## src/verilog/rcomp_pkg.sv

```systemverilog
// ==============================
// RCOMP calibration shared types, state encoding
// and code / divide limits
// ==============================

package rcomp_pkg;

  // ==============================
  // Widths
  // ==============================
  localparam int RCOMP_CODE_W = 7;    // Gen1/Gen2 limits assume 7 bits
  localparam int RCOMP_DIV_W  = 6;    // Div by 1, 2, 4, 8, 16, 32
  localparam int RCOMP_CNT_W  = 5;    // Enough for a terminal count of 31

  typedef logic [RCOMP_CODE_W-1:0] rcomp_code_t;
  typedef logic [RCOMP_DIV_W-1:0]  rcomp_div_sel_t;
  typedef logic [RCOMP_CNT_W-1:0]  rcomp_div_cnt_t;

  // ==============================
  // Calibration FSM
  // ==============================
  typedef enum logic [1:0] {
    RCOMP_START = 2'b00,  // Idle, clear count and history
    RCOMP_COUNT = 2'b01,  // Counting ticks until the comparator flips
    RCOMP_STOP  = 2'b10   // Code held, done raised
  } rcomp_state_t;

  // Count limits per mode
  localparam rcomp_code_t RCOMP_GEN1_MAX = 7'd63;
  localparam rcomp_code_t RCOMP_GEN2_MAX = 7'd127;

  // Divide by 1 out of reset
  localparam rcomp_div_sel_t RCOMP_DIV_RESET = 6'b000001;

endpackage

```

## src/verilog/rcomp_div_sel.sv

```systemverilog
// ==============================
// Divide select capture with load ack and
// sampling tick generator
// ==============================

`timescale 1ns/1ps

module rcomp_div_sel
  import rcomp_pkg::*;
(
  input  logic           sys_div_clk,
  input  logic           rst_n,
  input  logic           scan_mode,          // Forces divide by 1
  input  logic           clk_div_ld,         // One-cycle load strobe
  input  rcomp_div_sel_t clk_div_onehot,     // Bit 0 = div 1 ... bit 5 = div 32
  output logic           sample_tick,
  output logic           div_restart,
  output logic           clk_div_ld_ack_ff
);

  rcomp_div_sel_t div_sel_q;   // Active ratio
  rcomp_div_cnt_t term_cnt;
  rcomp_div_cnt_t div_cnt;
  logic           load_ok;
  logic           cnt_wrap;

  // Exactly one bit set, otherwise the load is ignored
  assign load_ok = (clk_div_onehot != '0) &&
                   ((clk_div_onehot & (clk_div_onehot - 1'b1)) == '0);

  // ==============================
  // Select capture and ack
  // ==============================
  always_ff @(posedge sys_div_clk or negedge rst_n) begin
    if (!rst_n) begin
      div_sel_q         <= RCOMP_DIV_RESET;
      div_restart       <= 1'b0;
      clk_div_ld_ack_ff <= 1'b0;
    end else begin
      clk_div_ld_ack_ff <= clk_div_ld;            // Ack every load, valid or not
      div_restart       <= clk_div_ld & load_ok;
      if (clk_div_ld && load_ok) begin
        div_sel_q <= clk_div_onehot;
      end
    end
  end

  // Terminal count is ratio minus one
  always_comb begin
    term_cnt = '0;
    if (!scan_mode) begin
      case (div_sel_q)
        6'b000010: term_cnt = 5'd1;
        6'b000100: term_cnt = 5'd3;
        6'b001000: term_cnt = 5'd7;
        6'b010000: term_cnt = 5'd15;
        6'b100000: term_cnt = 5'd31;
        default:   term_cnt = 5'd0;   // Div by 1
      endcase
    end
  end

  // ==============================
  // Tick counter
  // ==============================
  // Compare with >= so a shrinking ratio (scan entry) wraps at once
  assign cnt_wrap = (div_cnt >= term_cnt);

  always_ff @(posedge sys_div_clk or negedge rst_n) begin
    if (!rst_n) begin
      div_cnt <= '0;
    end else if (div_restart || cnt_wrap) begin
      div_cnt <= '0;
    end else begin
      div_cnt <= div_cnt + 1'b1;
    end
  end

  // First tick lands N cycles after the restart pulse
  assign sample_tick = cnt_wrap & ~div_restart;

endmodule

```

## src/verilog/rcomp_cal_counter.sv

```systemverilog
// ==============================
// Pad comparator synchronizer, calibration FSM
// and tick counter with edge capture
// ==============================

`timescale 1ns/1ps

module rcomp_cal_counter
  import rcomp_pkg::*;
(
  input  logic        sys_div_clk,
  input  logic        rst_n,
  input  logic        sample_tick,   // Enable for all FSM and count updates
  input  logic        div_restart,   // New ratio, back to start
  input  logic        start_cal,     // Level, held until done is seen
  input  logic        pad_data,      // Async replica comparator
  input  logic        gen1mode_en,
  output rcomp_code_t raw_code,
  output logic        cal_done_raw,
  output logic        cal_en
);

  rcomp_state_t state;
  rcomp_state_t state_nxt;
  rcomp_code_t  count;
  rcomp_code_t  count_limit;
  logic [1:0]   hist;            // Last two sampled comparator levels
  logic         pad_meta;
  logic         pad_sync;
  logic         edge_seen;
  logic         at_limit;

  // ==============================
  // Pad synchronizer
  // ==============================
  // Runs every cycle, not just on ticks
  always_ff @(posedge sys_div_clk or negedge rst_n) begin
    if (!rst_n) begin
      pad_meta <= 1'b0;
      pad_sync <= 1'b0;
    end else begin
      pad_meta <= pad_data;
      pad_sync <= pad_meta;
    end
  end

  assign count_limit = gen1mode_en ? RCOMP_GEN1_MAX : RCOMP_GEN2_MAX;
  assign edge_seen   = hist[1] ^ hist[0];
  assign at_limit    = (count == count_limit);

  // ==============================
  // State machine
  // ==============================
  always_comb begin
    state_nxt = state;
    if (div_restart) begin
      state_nxt = RCOMP_START;
    end else if (sample_tick) begin
      case (state)
        RCOMP_START: begin
          if (start_cal) begin
            state_nxt = RCOMP_COUNT;
          end
        end
        RCOMP_COUNT: begin
          if (edge_seen || at_limit) begin
            state_nxt = RCOMP_STOP;
          end
        end
        RCOMP_STOP: begin
          if (!start_cal) begin
            state_nxt = RCOMP_START;
          end
        end
        default: state_nxt = RCOMP_START;
      endcase
    end
  end

  always_ff @(posedge sys_div_clk or negedge rst_n) begin
    if (!rst_n) begin
      state <= RCOMP_START;
    end else begin
      state <= state_nxt;
    end
  end

  // ==============================
  // Count, history and held code
  // ==============================
  always_ff @(posedge sys_div_clk or negedge rst_n) begin
    if (!rst_n) begin
      count    <= '0;
      hist     <= 2'b00;
      raw_code <= '0;
      cal_en   <= 1'b0;
    end else if (sample_tick) begin
      case (state)
        RCOMP_START: begin
          count  <= '0;
          hist   <= 2'b00;
          cal_en <= 1'b1;
        end
        RCOMP_COUNT: begin
          hist <= {hist[0], pad_sync};
          if (edge_seen) begin
            // Comparator already flipped, keep the previous step
            raw_code <= count - 1'b1;
            cal_en   <= 1'b0;
          end else if (at_limit) begin
            raw_code <= count_limit;    // Saturate, no edge found
            cal_en   <= 1'b0;
          end else begin
            count <= count + 1'b1;
          end
        end
        RCOMP_STOP: cal_en <= 1'b0;
        default: begin
          count  <= '0;
          hist   <= 2'b00;
          cal_en <= 1'b0;
        end
      endcase
    end
  end

  assign cal_done_raw = (state == RCOMP_STOP);

endmodule

```

## src/verilog/rcomp_code_out.sv

```systemverilog
// ==============================
// Output code register with Gen1/Gen2 shaping,
// override and scan forcing, done output
// ==============================

`timescale 1ns/1ps

module rcomp_code_out
  import rcomp_pkg::*;
(
  input  logic        sys_div_clk,
  input  logic        rst_n,
  input  rcomp_code_t raw_code,
  input  logic        cal_done_raw,
  input  logic        gen1mode_en,
  input  logic        scan_mode,
  input  logic        rcomp_cal_ovrd_sel,    // Register override enable
  input  logic        rcomp_cal_done_ovrd,
  input  rcomp_code_t rcomp_cal_code_ovrd,
  output rcomp_code_t rcomp_cal_code,
  output logic        rcomp_cal_done
);

  rcomp_code_t code_shaped;
  rcomp_code_t code_nxt;
  logic        done_nxt;

  // Gen2 pads take the inverted count
  assign code_shaped = gen1mode_en ? raw_code : ~raw_code;

  // ==============================
  // Output select
  // ==============================
  always_comb begin
    if (scan_mode) begin
      code_nxt = '0;
    end else if (rcomp_cal_ovrd_sel) begin
      code_nxt = rcomp_cal_code_ovrd;
    end else begin
      code_nxt = code_shaped;
    end
  end

  // Scan does not touch done
  assign done_nxt = rcomp_cal_ovrd_sel ? rcomp_cal_done_ovrd : cal_done_raw;

  // Registered so the pad never sees a mux glitch
  always_ff @(posedge sys_div_clk or negedge rst_n) begin
    if (!rst_n) begin
      rcomp_cal_code <= '0;
      rcomp_cal_done <= 1'b0;
    end else begin
      rcomp_cal_code <= code_nxt;
      rcomp_cal_done <= done_nxt;
    end
  end

endmodule

```

## src/verilog/rcomp_cal_top.sv

```systemverilog
// ==============================
// RCOMP calibration top level
// ==============================

`timescale 1ns/1ps

module rcomp_cal_top
  import rcomp_pkg::*;
(
  input  logic           sys_div_clk,
  input  logic           rst_n,
  input  logic           rcomp_cal_ovrd_sel,
  input  logic           rcomp_cal_done_ovrd,
  input  rcomp_code_t    rcomp_cal_code_ovrd,
  input  logic           start_cal,
  input  logic           pad_data,
  input  logic           gen1mode_en,
  input  logic           scan_mode,
  input  logic           clk_div_ld,
  input  rcomp_div_sel_t clk_div_onehot,
  output logic           rcomp_cal_done,
  output logic           rcomp_cal_en,
  output rcomp_code_t    rcomp_cal_code,
  output logic           rcomp_clk_div_ld_ack_ff
);

  logic        sample_tick;
  logic        div_restart;
  logic        cal_done_raw;
  rcomp_code_t raw_code;

  // Decode
  rcomp_div_sel u_div_sel (
    .sys_div_clk       (sys_div_clk),
    .rst_n             (rst_n),
    .scan_mode         (scan_mode),
    .clk_div_ld        (clk_div_ld),
    .clk_div_onehot    (clk_div_onehot),
    .sample_tick       (sample_tick),
    .div_restart       (div_restart),
    .clk_div_ld_ack_ff (rcomp_clk_div_ld_ack_ff)
  );

  // Execute
  rcomp_cal_counter u_cal_counter (
    .sys_div_clk  (sys_div_clk),
    .rst_n        (rst_n),
    .sample_tick  (sample_tick),
    .div_restart  (div_restart),
    .start_cal    (start_cal),
    .pad_data     (pad_data),
    .gen1mode_en  (gen1mode_en),
    .raw_code     (raw_code),
    .cal_done_raw (cal_done_raw),
    .cal_en       (rcomp_cal_en)        // Straight out to the pad
  );

  // Result
  rcomp_code_out u_code_out (
    .sys_div_clk         (sys_div_clk),
    .rst_n               (rst_n),
    .raw_code            (raw_code),
    .cal_done_raw        (cal_done_raw),
    .gen1mode_en         (gen1mode_en),
    .scan_mode           (scan_mode),
    .rcomp_cal_ovrd_sel  (rcomp_cal_ovrd_sel),
    .rcomp_cal_done_ovrd (rcomp_cal_done_ovrd),
    .rcomp_cal_code_ovrd (rcomp_cal_code_ovrd),
    .rcomp_cal_code      (rcomp_cal_code),
    .rcomp_cal_done      (rcomp_cal_done)
  );

endmodule

```

## config.mk

```make
export PLATFORM = sky130hd
export DESIGN_NAME = rcomp_cal_top
export DESIGN_NICKNAME = d
export VERILOG_FILES = /design/src/verilog/rcomp_pkg.sv /design/src/verilog/rcomp_div_sel.sv /design/src/verilog/rcomp_cal_counter.sv /design/src/verilog/rcomp_code_out.sv /design/src/verilog/rcomp_cal_top.sv
export SDC_FILE = /design/constraint.sdc
export NUM_CORES = 1
export LEC_CHECK = 0
export BUFFER_PORTS_ARGS = -buffer_cell sky130_fd_sc_hd__buf_2
export CAP_MARGIN = 20
export CORE_MARGIN = 2
export CORE_UTILIZATION = 57
export DETAILED_ROUTE_END_ITERATION = 6
export GPL_ROUTABILITY_DRIVEN = 0
export PLACE_DENSITY = 0.85
export SYNTH_ARGS = -nofsm -noshare
export SYNTH_HDL_FRONTEND = slang
export SYNTH_SLANG_ARGS = --single-unit
```

## constraint.sdc

```tcl
create_clock -name sys_div_clk -period 3.4 [get_ports sys_div_clk]
set_input_delay 0.34 -clock sys_div_clk [delete_from_list [all_inputs] [get_ports sys_div_clk]]
set_output_delay 0.34 -clock sys_div_clk [all_outputs]
set_load 0.01 [all_outputs]
```

==> reports/metrics.cfg, run 1 <==
[placement]
hpwl_microns = 2890
io_buffers = 31

[power]
powerDensity_mw_per_mm2 = 726
leakage_nw = 1.18
total_power_mw = 1.86
worst_ir_drop_vdd_mv = 0.468

[critical_path]
rrSetupSlack_ns = 0.31
end_kind = flop
required_ns = 3.58
worstSetupPathType = flop to flop
worstPathArrival_ns = 3.27
start_kind = flop
cp_max_fo = 9

[cells_and_area]
layout-drive-gt1-share_pct = 23.6
nFillCells = 314
area_delta_synth_final_pct = 10.8
nets = 283
diodes = 0
final_util_pct = 65.0

[synth]
synth_top_area_cell = dfrtp_1
async_flop_share_pct = 100
synthCells = 224
synthTopCellsByArea = dfrtp_1, xor2_1, mux2_4, o21ai_0, ha_1
synthMostInstantiatedCell = dfrtp_1
syn_nets = 254
synth_top_area_share_pct = 44.3
synth_commonest_cells = dfrtp_1, nor2_1, o21ai_0, nand2_1, xor2_1
ys_ff_latch = 42
syn_area_sq_mm = 0.00231
synth-edff-count = 0
yosys_warnings = 0
synth_cell_type_count = 49
yosysSeqAreaShare_pct = 45.5
avgSynthCellArea_sq_um = 10.3
ys.flop_type = dfrtp_1

[hold_path]
holdCritPathClass = primary input to flop

[clocking]
cts_buffers = 5
clk_pin_slew_ns = 0.07
cts.sinks = 42
holdBufCountCts = 0
clk_path_buf_depth = 2
cts_resized = 0
h-tree-depth = 2
insertion_delay_ns = 0.30
post_cts_buffers = 0
cts_tree = built
root_buffer = clkbuf_8

[sta]
max_freq_mhz = 324
setup_viol = 0
finClkSkew_ns = 0.00366
rsz0062_at_grt = no
hold_viol = 0
period_share_pct = 90.7
min_period_ns = 3.09
drv_slew = 0
worstMarginPinSlew_ns = 0.903
slew_headroom_pct = 39.8
tns_ns = 0

[die]
rows = 23
die_area_sq_mm = 0.00458
initial_core_util_pct = 58.7
die_w_microns = 67.7
boundaryPins = 32
coreArea_sq_mm = 0.00394
fp.dieH_microns = 67.7

[drt]
wl_microns = 4020
vias = 1696
drt_iter0_drc = 82
drc_errors = 0
firstDrtPassIters = 4
avgViaCountPerCell = 5.58
drt-wirelength-per-cell_microns = 13.2
ant_nets = 0

[run_status]
status = complete, no violations

[global_route]
grt_overflow_total = 0
grt_pass1_wl_microns = 6530
track_usage_pct = 19.5
grt_pass1_vias = 1476
grt_max_degree = 43
antenna_found_initial = 0

[run]
drv_cap = 0

critical path, stage by stage, from the launching register on:
cell and delay, ns:
dfrtp_1 0.44, or4b_2 0.67, o21ai_0 0.12, mux2i_1 0.10, nor3_1 0.16, ha_1 0.15, nor2b_1 0.04, o21ai_1 0.30
a32o_1 0.48, nand2b_4 0.17, mux2_4 0.33
report_power, final:
part,leakage [nW],internal [mW],switching [mW]
Sequential,0.519,0.617,0.114
Clock,0.0455,0.165,0.160
Combinational,0.612,0.376,0.427
Total,1.18,1.16,0.702
area by class of cell:
| cell class | count | area (sq um) | share of cell area (%) |
|---|---|---|---|
| repair buffers | 31 | 155 | 6.05 |
| well taps | 50 | 62.6 | 2.44 |
| multi-input cells | 169 | 1190 | 46.3 |
| flip-flops and latches | 42 | 1050 | 41.1 |
| inverters | 4 | 15.0 | 0.586 |
| clock buffers | 8 | 90.1 | 3.52 |
cells by family (layout without fill, tap and decap cells):
kind of cell               after synthesis  count (layout)  share of synthesized area (%)
adders and majority gates                9               9                           4.76
and+or+nand+nor                         76              76                           16.7
xor gates and xnor gates                20              20                           8.22
buffers and inverters                   13              43                           3.19
AOI/OAI and AO/OA                       49              49                           13.4
muxes                                   15              15                           8.33
DFF                                     42              42                           45.5
registers in the layout, indices dropped and copies added, names as in the netlist:
register / cells
u_cal_counter.cal_en: 1
u_cal_counter.count: 7
u_cal_counter.hist: 2
u_cal_counter.pad_meta: 1
u_cal_counter.pad_sync: 1
u_cal_counter.raw_code: 7
u_cal_counter.state: 2
u_code_out.rcomp_cal_code: 7
u_code_out.rcomp_cal_done: 1
u_div_sel.clk_div_ld_ack_ff: 1
u_div_sel.div_cnt: 5
u_div_sel.div_restart: 1
u_div_sel.div_sel_q: 6
per-stage QoR:
| stage | worst slack [ns] | cells | hold slack (ns) | cell area [sq um] |
|---|---|---|---|---|
| after floorplan | 0.528 | 224 | 0.0444 | 2310 |
| after global placement | 0.426 | 296 | 0.335 | 2470 |
| after detailed placement | 0.311 | 296 | 0.339 | 2470 |
| after CTS | 0.302 | 304 | 0.142 | 2560 |
| after global routing | 0.0542 | 304 | 0.137 | 2560 |
| final | 0.315 | 304 | 0.147 | 2560 |
path summary, 6_finish.rpt:
kind                                                    start                               endpoint  cells past startpoint
max                        u_div_sel.div_sel_q[2]$_DFFE_PN0P_  u_cal_counter.raw_code[3]$_DFFE_PN0P_                     10
min                                                  pad_data       u_cal_counter.pad_meta$_DFF_PN0_                      1
max reg2reg                u_div_sel.div_sel_q[2]$_DFFE_PN0P_  u_cal_counter.raw_code[3]$_DFFE_PN0P_                     10
min reg2reg                  u_cal_counter.pad_meta$_DFF_PN0_       u_cal_counter.pad_sync$_DFF_PN0_                      0
max in group asynchronous                               rst_n        u_div_sel.div_restart$_DFF_PN0_                      1
min in group asynchronous                               rst_n     u_cal_counter.count[3]$_DFFE_PN0P_                      1
placed cells by master, fill, tap and decap left out, types with 3 or more instances in the layout:
cell | netlist | routed
nor3_1 | 6 | 6
mux2_2 | 6 | 6
xor2_1 | 13 | 13
dfrtp_1 | 41 | 41
ha_1 | 8 | 8
a21oi_1 | 12 | 12
nand2_1 | 17 | 17
xnor2_1 | 5 | 5
o21ai_0 | 21 | 21
buf_2 | 2 | 31
nor2_1 | 23 | 23
or3_1 | 3 | 3
mux2_4 | 7 | 7
nand3_1 | 8 | 8
clkbuf_8 | 0 | 6
inv_1 | 4 | 4
metal layers:
layer	routed length (microns)	global-route usage, %	up-vias
li1	-	-	845
met1	1860	26.4	798
met2	1870	29.7	45
met3	208	4.00	8
met4	86	9.69	0
met5	0	0	-
(Power assumes the default switching activity.)
==> inputs of run 2 (changes only) <==
--- a/config.mk
+++ b/config.mk
@@ -12,6 +12,7 @@
 export DETAILED_ROUTE_END_ITERATION = 6
 export GPL_ROUTABILITY_DRIVEN = 0
 export PLACE_DENSITY = 0.85
+export REMOVE_ABC_BUFFERS = 1
 export SYNTH_ARGS = -nofsm -noshare
 export SYNTH_HDL_FRONTEND = slang
 export SYNTH_SLANG_ARGS = --single-unit
==> reports/metrics.cfg, run 2 (synthesized netlist as in run 1, its figures left out) <==
[cells_and_area]
reg_top3 = u_cal_counter.count (7), u_cal_counter.raw_code (7), u_code_out.rcomp_cal_code (7)
final_cell_mix = dfrtp_1, buf_2, nor2_1, o21ai_0, nand2_1
diodes = 0  ; unchanged
layout_commonest_cell = dfrtp_1
layout-drive-gt1-share_pct = 24.0  ; +0.39 points
area_delta_synth_final_pct = 11.9
stdcell_area_sq_mm = 0.00259  ; +1.0%
nets = 283  ; unchanged
final_util_pct = 65.7  ; +0.67 points

[placement]
place_area_sq_mm = 0.00247  ; unchanged
io_buffers = 31  ; unchanged
hpwl_microns = 3080  ; +6.6%

[drt]
avgViaCountPerCell = 5.51  ; -1.3%
wl_microns = 4350  ; +8.2%
drc_errors = 0  ; unchanged
drt-wirelength-per-cell_microns = 14.3  ; +8.2%
vias = 1674  ; -1.3%
drt_iter0_drc = 78  ; -4.9%
firstDrtPassIters = 4  ; unchanged
ant_nets = 0  ; unchanged

[global_route]
grt_pass1_wl_microns = 7010  ; +7.4%
grt_pass1_vias = 1564  ; +6.0%
track_usage_pct = 20.6  ; +1.1 points
grt_max_degree = 43  ; unchanged
grt_overflow_total = 0  ; unchanged
antenna_found_initial = 0  ; unchanged

[clocking]
clk_pin_slew_ns = 0.08  ; about the same
insertion_delay_ns = 0.29  ; about the same
root_buffer = clkbuf_8
cts_buffers = 5  ; unchanged
post_cts_buffers = 0  ; unchanged
holdBufCountCts = 0  ; unchanged
cts_tree = built
cts_resized = 0  ; unchanged
cts.sinks = 42  ; unchanged
h-tree-depth = 2  ; unchanged
clk_path_buf_depth = 2  ; unchanged

[critical_path]
end_kind = flop
required_ns = 3.59  ; about the same
crit_path_max_incr_delay_ns = 0.67  ; about the same
timing.rr.start = u_div_sel.div_sel_q[2]$_DFFE_PN0P_
rr_endpoint = u_cal_counter.raw_code[6]$_DFFE_PN0P_
reg2reg_depth = 10  ; unchanged
start_kind = flop
worstSetupPathType = flop to flop
worstPathCellList = or4b_2, o21ai_0, mux2i_1, nor3_1, ha_1, nor2b_1, o21ai_1, a32o_1, nand2b_4, mux2_4
slowest_stage = or4b_2
worstPathArrival_ns = 3.33  ; +0.06 ns
cp_max_fo = 9  ; unchanged
rrSetupSlack_ns = 0.26  ; -0.06 ns

[die]
rows = 23  ; unchanged
fp.dieH_microns = 67.7  ; unchanged
coreArea_sq_mm = 0.00394  ; unchanged
boundaryPins = 32  ; unchanged
initial_core_util_pct = 58.7  ; unchanged
die_w_microns = 67.7  ; unchanged
die_area_sq_mm = 0.00458  ; unchanged

[power]
leakage_nw = 1.19  ; +1.1%
powerDensity_mw_per_mm2 = 752  ; +3.5%
worst_ir_drop_vdd_mv = 0.369  ; -21%

[sta]
min_period_ns = 3.14  ; +0.0571 ns
period_share_pct = 92.4  ; +1.7 points
hold_viol = 0  ; unchanged
rsz0062_at_grt = no
drv_slew = 0  ; unchanged
worstMarginPinSlew_ns = 0.902  ; -0.00165 ns
finClkSkew_ns = 0.00950  ; +0.00584 ns
setup_viol = 0  ; unchanged
tns_ns = 0  ; unchanged
max_freq_mhz = 318  ; -1.8%
slew_headroom_pct = 39.9  ; +0.11 points

[hold_path]
hp-start = pad_data
holdCritPathClass = primary input to flop
hold_depth = 1  ; unchanged
hold_path_end = u_cal_counter.pad_meta$_DFF_PN0_

[run_status]
status = complete, no violations

[run]
drv_cap = 0  ; unchanged

[run 2: cell count changes in the layout (fill, tap and decap cells not counted), sizes merged]
cell and change:
clkbuf -1, bufinv +1
[run 2: final cells by class]
class	instances	area (sq um)
multi-input cells	169	1190
well taps	50	62.6
clock buffers	7	86.3
inverters	4	15.0
flip-flops and latches	42	1050
fillers	313	1350
repair buffers	31	155
clock inverters	1	30.0
[run 2: worst max path at each step]
stage / depth (start not counted) / start / end
after floorplan: 10 / u_div_sel.div_sel_q[2]$_DFFE_PN0P_ / u_cal_counter.raw_code[0]$_DFFE_PN0P_
after global placement: 10 / u_div_sel.div_sel_q[2]$_DFFE_PN0P_ / u_cal_counter.raw_code[1]$_DFFE_PN0P_
after detailed placement: 10 / u_div_sel.div_sel_q[2]$_DFFE_PN0P_ / u_cal_counter.raw_code[3]$_DFFE_PN0P_
after CTS: 10 / u_div_sel.div_sel_q[2]$_DFFE_PN0P_ / u_cal_counter.raw_code[3]$_DFFE_PN0P_
after global routing: 10 / u_div_sel.div_sel_q[2]$_DFFE_PN0P_ / u_cal_counter.raw_code[3]$_DFFE_PN0P_
final: 10 / u_div_sel.div_sel_q[2]$_DFFE_PN0P_ / u_cal_counter.raw_code[6]$_DFFE_PN0P_
[run 2: layer usage]
layer	up-vias	GRT usage, %	part of all wire (%)
li1	848	-	-
met1	780	26.3	47
met2	40	34.2	48
met3	6	5.50	4.2
met4	0	6.38	1.3
met5	-	0	0
[run 2: critical path: cells and delay by family, from the launching register on]
family          cells  cell delay [ns]
mux                 2             0.45
simple gates        4             1.07
flops               1             0.43
fa+ha+maj           1             0.16
compound gates      3             0.92
[run 2: report_power, final]
group | leakage [nW] | switching (mW) | internal, mW | total, mW
Sequential | 0.519 | 0.118 | 0.617 | 0.735
Combinational | 0.612 | 0.428 | 0.378 | 0.806
Clock | 0.0585 | 0.167 | 0.239 | 0.406
[run 2: stage by stage]
stage                     hold slack (ns)  setup WS, ns  power (mW)  instances
after floorplan                    0.0444         0.589        1.35        215
final                               0.151         0.258        1.95        304
after CTS                           0.146         0.289        1.96        304
after global placement              0.335         0.425        1.51        296
after detailed placement            0.348         0.293        1.54        296
after global routing                0.146       0.00560        2.09        304
==> inputs of run 3 (changes only) <==
--- a/config.mk
+++ b/config.mk
@@ -10,9 +10,7 @@
 export CORE_MARGIN = 2
 export CORE_UTILIZATION = 57
 export DETAILED_ROUTE_END_ITERATION = 6
-export GPL_ROUTABILITY_DRIVEN = 0
 export PLACE_DENSITY = 0.85
-export REMOVE_ABC_BUFFERS = 1
 export SYNTH_ARGS = -nofsm -noshare
 export SYNTH_HDL_FRONTEND = slang
 export SYNTH_SLANG_ARGS = --single-unit
==> constraint.sdc (replaced) <==
create_clock -name sys_div_clk -period 3.4 [get_ports sys_div_clk]
set_input_delay 0.17 -clock sys_div_clk [delete_from_list [all_inputs] [get_ports sys_div_clk]]
set_output_delay 0.17 -clock sys_div_clk [all_outputs]
set_load 0.01 [all_outputs]
==> reports/metrics.cfg, run 3 (synthesized netlist as in run 1, its figures left out) <==
[run_status]
status = complete, no violations

[cells_and_area]
fin_cells = 307  ; +0.99%
layout_commonest_cell = dfrtp_1
area_delta_synth_final_pct = 12.8
nets = 286  ; +1.1%
layout-drive-gt1-share_pct = 24.5  ; +0.50 points
diodes = 0  ; unchanged
final_cell_mix = dfrtp_1, buf_2, nor2_1, o21ai_0, nand2_1
nFillCells = 288  ; -8.0%
reg_top3 = u_cal_counter.count (7), u_cal_counter.raw_code (7), u_code_out.rcomp_cal_code (7)

[critical_path]
start_kind = flop
cp_max_fo = 9  ; unchanged
rr_endpoint = u_cal_counter.raw_code[5]$_DFFE_PN0P_
end_kind = flop
worstSetupPathType = flop to flop
required_ns = 3.57  ; -0.02 ns
worstPathArrival_ns = 3.35  ; +0.02 ns
rrSetupSlack_ns = 0.22  ; -0.03 ns
reg2reg_depth = 10  ; unchanged
timing.rr.start = u_div_sel.div_sel_q[2]$_DFFE_PN0P_

[clocking]
root_buffer = clkbuf_8
h-tree-depth = 2  ; unchanged
cts_resized = 0  ; unchanged
clk_pin_slew_ns = 0.08  ; about the same
cts_tree = built
cts.sinks = 42  ; unchanged
insertion_delay_ns = 0.29  ; about the same
cts_buffers = 5  ; unchanged
clk_path_buf_depth = 2  ; unchanged
post_cts_buffers = 0  ; unchanged

[sta]
hold_viol = 0  ; unchanged
fin_ws_ns = 0.224  ; -0.0335 ns
worstMarginPinSlew_ns = 0.916  ; +0.0144 ns
finClkSkew_ns = 0.00883  ; -0.000678 ns
slew_headroom_pct = 38.9  ; -0.96 points
max_freq_mhz = 315  ; -1.1%
period_share_pct = 93.4  ; +0.99 points
setup_viol = 0  ; unchanged
tns_ns = 0  ; unchanged
rsz0062_at_grt = no
min_period_ns = 3.18  ; +0.0335 ns
drv_slew = 0  ; unchanged

[power]
seqPwrFrac_pct = 37.6  ; about the same
worst_ir_drop_vdd_mv = 0.423  ; +15%
p_int_mw = 1.23  ; -0.54%
powerDensity_mw_per_mm2 = 749  ; -0.40%
p_sw_mw = 0.726  ; +1.9%
switching_share_pct = 37.2  ; +0.57 points
p_comb_share_pct = 42.6  ; +1.2 points
pwr-share-clk_pct = 19.8  ; -1.1 points
leakage_nw = 1.20  ; +1.1%

[drt]
ant_nets = 0  ; unchanged
firstDrtPassIters = 4  ; unchanged
drt-wirelength-per-cell_microns = 14.3  ; -0.16%
drt_iter0_drc = 108  ; +38%
vias = 1737  ; +3.8%
wl_microns = 4380  ; +0.83%
avgViaCountPerCell = 5.66  ; +2.7%
drc_errors = 0  ; unchanged

[run]
drv_cap = 0  ; unchanged

[global_route]
grt_overflow_total = 0  ; unchanged
grt_max_degree = 43  ; unchanged
track_usage_pct = 20.9  ; +0.29 points
grt_pass1_vias = 1601  ; +2.4%
grt_pass1_wl_microns = 7120  ; +1.6%
antenna_found_initial = 0  ; unchanged

[die]
die_area_sq_mm = 0.00458  ; unchanged
boundaryPins = 32  ; unchanged
coreArea_sq_mm = 0.00394  ; unchanged
rows = 23  ; unchanged
die_w_microns = 67.7  ; unchanged
initial_core_util_pct = 58.7  ; unchanged
fp.dieH_microns = 67.7  ; unchanged

[hold_path]
holdCritPathClass = primary input to asynchronous set/reset pin

[placement]
dp.cells = 297  ; +0.34%
place_congestion = 0.839
io_buffers = 31  ; unchanged
place_ws_ns = 0.320  ; +0.0273 ns
hpwl_microns = 3120  ; +1.5%

[run 3: changes by cell type in the layout (fill, tap and decap cells not counted)]
| cell | change |
|---|---|
| clkbuf_1 | -1 |
| buf_4 | +1 |
| clkinv_2 | +2 |
| dlygate4sd3_1 | +2 |
| clkbuf_8 | -1 |
[run 3: per-layer routing]
metal  vias up  wire length, microns  track usage (%)
met2        55                  2050             32.2
li1        855                     -                -
met5         -                     0                0
met1       814                  2050             28.0
met3        13                   201             4.83
met4         0                    82             9.44
[run 3: worst max-delay path by stage]
stage                                  startpoint  depth (start not counted)  slack [ns]                                     to
2_1_floorplan  u_div_sel.div_sel_q[2]$_DFFE_PN0P_                         12        0.53  u_cal_counter.raw_code[0]$_DFFE_PN0P_
6_report       u_div_sel.div_sel_q[2]$_DFFE_PN0P_                         10        0.22  u_cal_counter.raw_code[5]$_DFFE_PN0P_
3_3_place_gp   u_div_sel.div_sel_q[2]$_DFFE_PN0P_                         10        0.43  u_cal_counter.raw_code[6]$_DFFE_PN0P_
3_5_place_dp   u_div_sel.div_sel_q[2]$_DFFE_PN0P_                         10        0.32  u_cal_counter.raw_code[5]$_DFFE_PN0P_
4_1_cts        u_div_sel.div_sel_q[2]$_DFFE_PN0P_                         10        0.28  u_cal_counter.raw_code[5]$_DFFE_PN0P_
5_1_grt        u_div_sel.div_sel_q[2]$_DFFE_PN0P_                         10        0.05  u_cal_counter.raw_code[6]$_DFFE_PN0P_
[run 3: worst max-delay path, cell delays in order (launching register included)]
cell,delay [ns]
dfrtp_1,0.45
or4b_2,0.68
o21ai_0,0.15
mux2i_1,0.13
nor3_1,0.16
ha_1,0.15
nor2b_1,0.04
o21ai_1,0.32
a32o_1,0.48
nand2b_4,0.18
mux2_4,0.33
[run 3: final cells by class]
| type | instances | area (sq um) | share of cell area [%] |
|---|---|---|---|
| Clock buffer | 5 | 68.8 | 2.64 |
| Clock inverter | 3 | 40.0 | 1.53 |
| Inverter | 4 | 15.0 | 0.576 |
| Multi-Input combinational cell | 169 | 1190 | 45.5 |
| Sequential cell | 42 | 1050 | 40.3 |
| Tap cell | 50 | 62.6 | 2.40 |
| Timing Repair Buffer | 34 | 183 | 7.00 |
[run 3: what timing repair did]
| item | in CTS | in global routing |
|---|---|---|
| endpoints found under the setup margin | 0 | 0 |
| hold buffers | 2 | 0 |
| endpoints found under the hold margin | 2 | 0 |
[run 3: through the flow]
step | power (mW) | util [%] | cell area (sq um) | hold WS, ns
floorplan | 1.40 | - | 2310 | -0.126
detailed placement | 1.56 | 62.9 | 2480 | 0.280
CTS | 1.96 | 66.2 | 2610 | 0.0434
global route | 2.11 | 66.2 | 2610 | 0.0774
finish | 1.95 | 66.2 | 2610 | 0.00569
global placement | 1.53 | 62.9 | 2480 | 0.278
[run 3: power groups by stage]
stage	logic, mW	registers [mW]	clock network, mW
2_1_floorplan	0.678	0.720	0
4_1_cts	0.833	0.730	0.397
3_5_place_dp	0.825	0.739	0
5_1_grt	0.932	0.753	0.420
3_3_place_gp	0.796	0.731	0
6_report	0.833	0.734	0.387
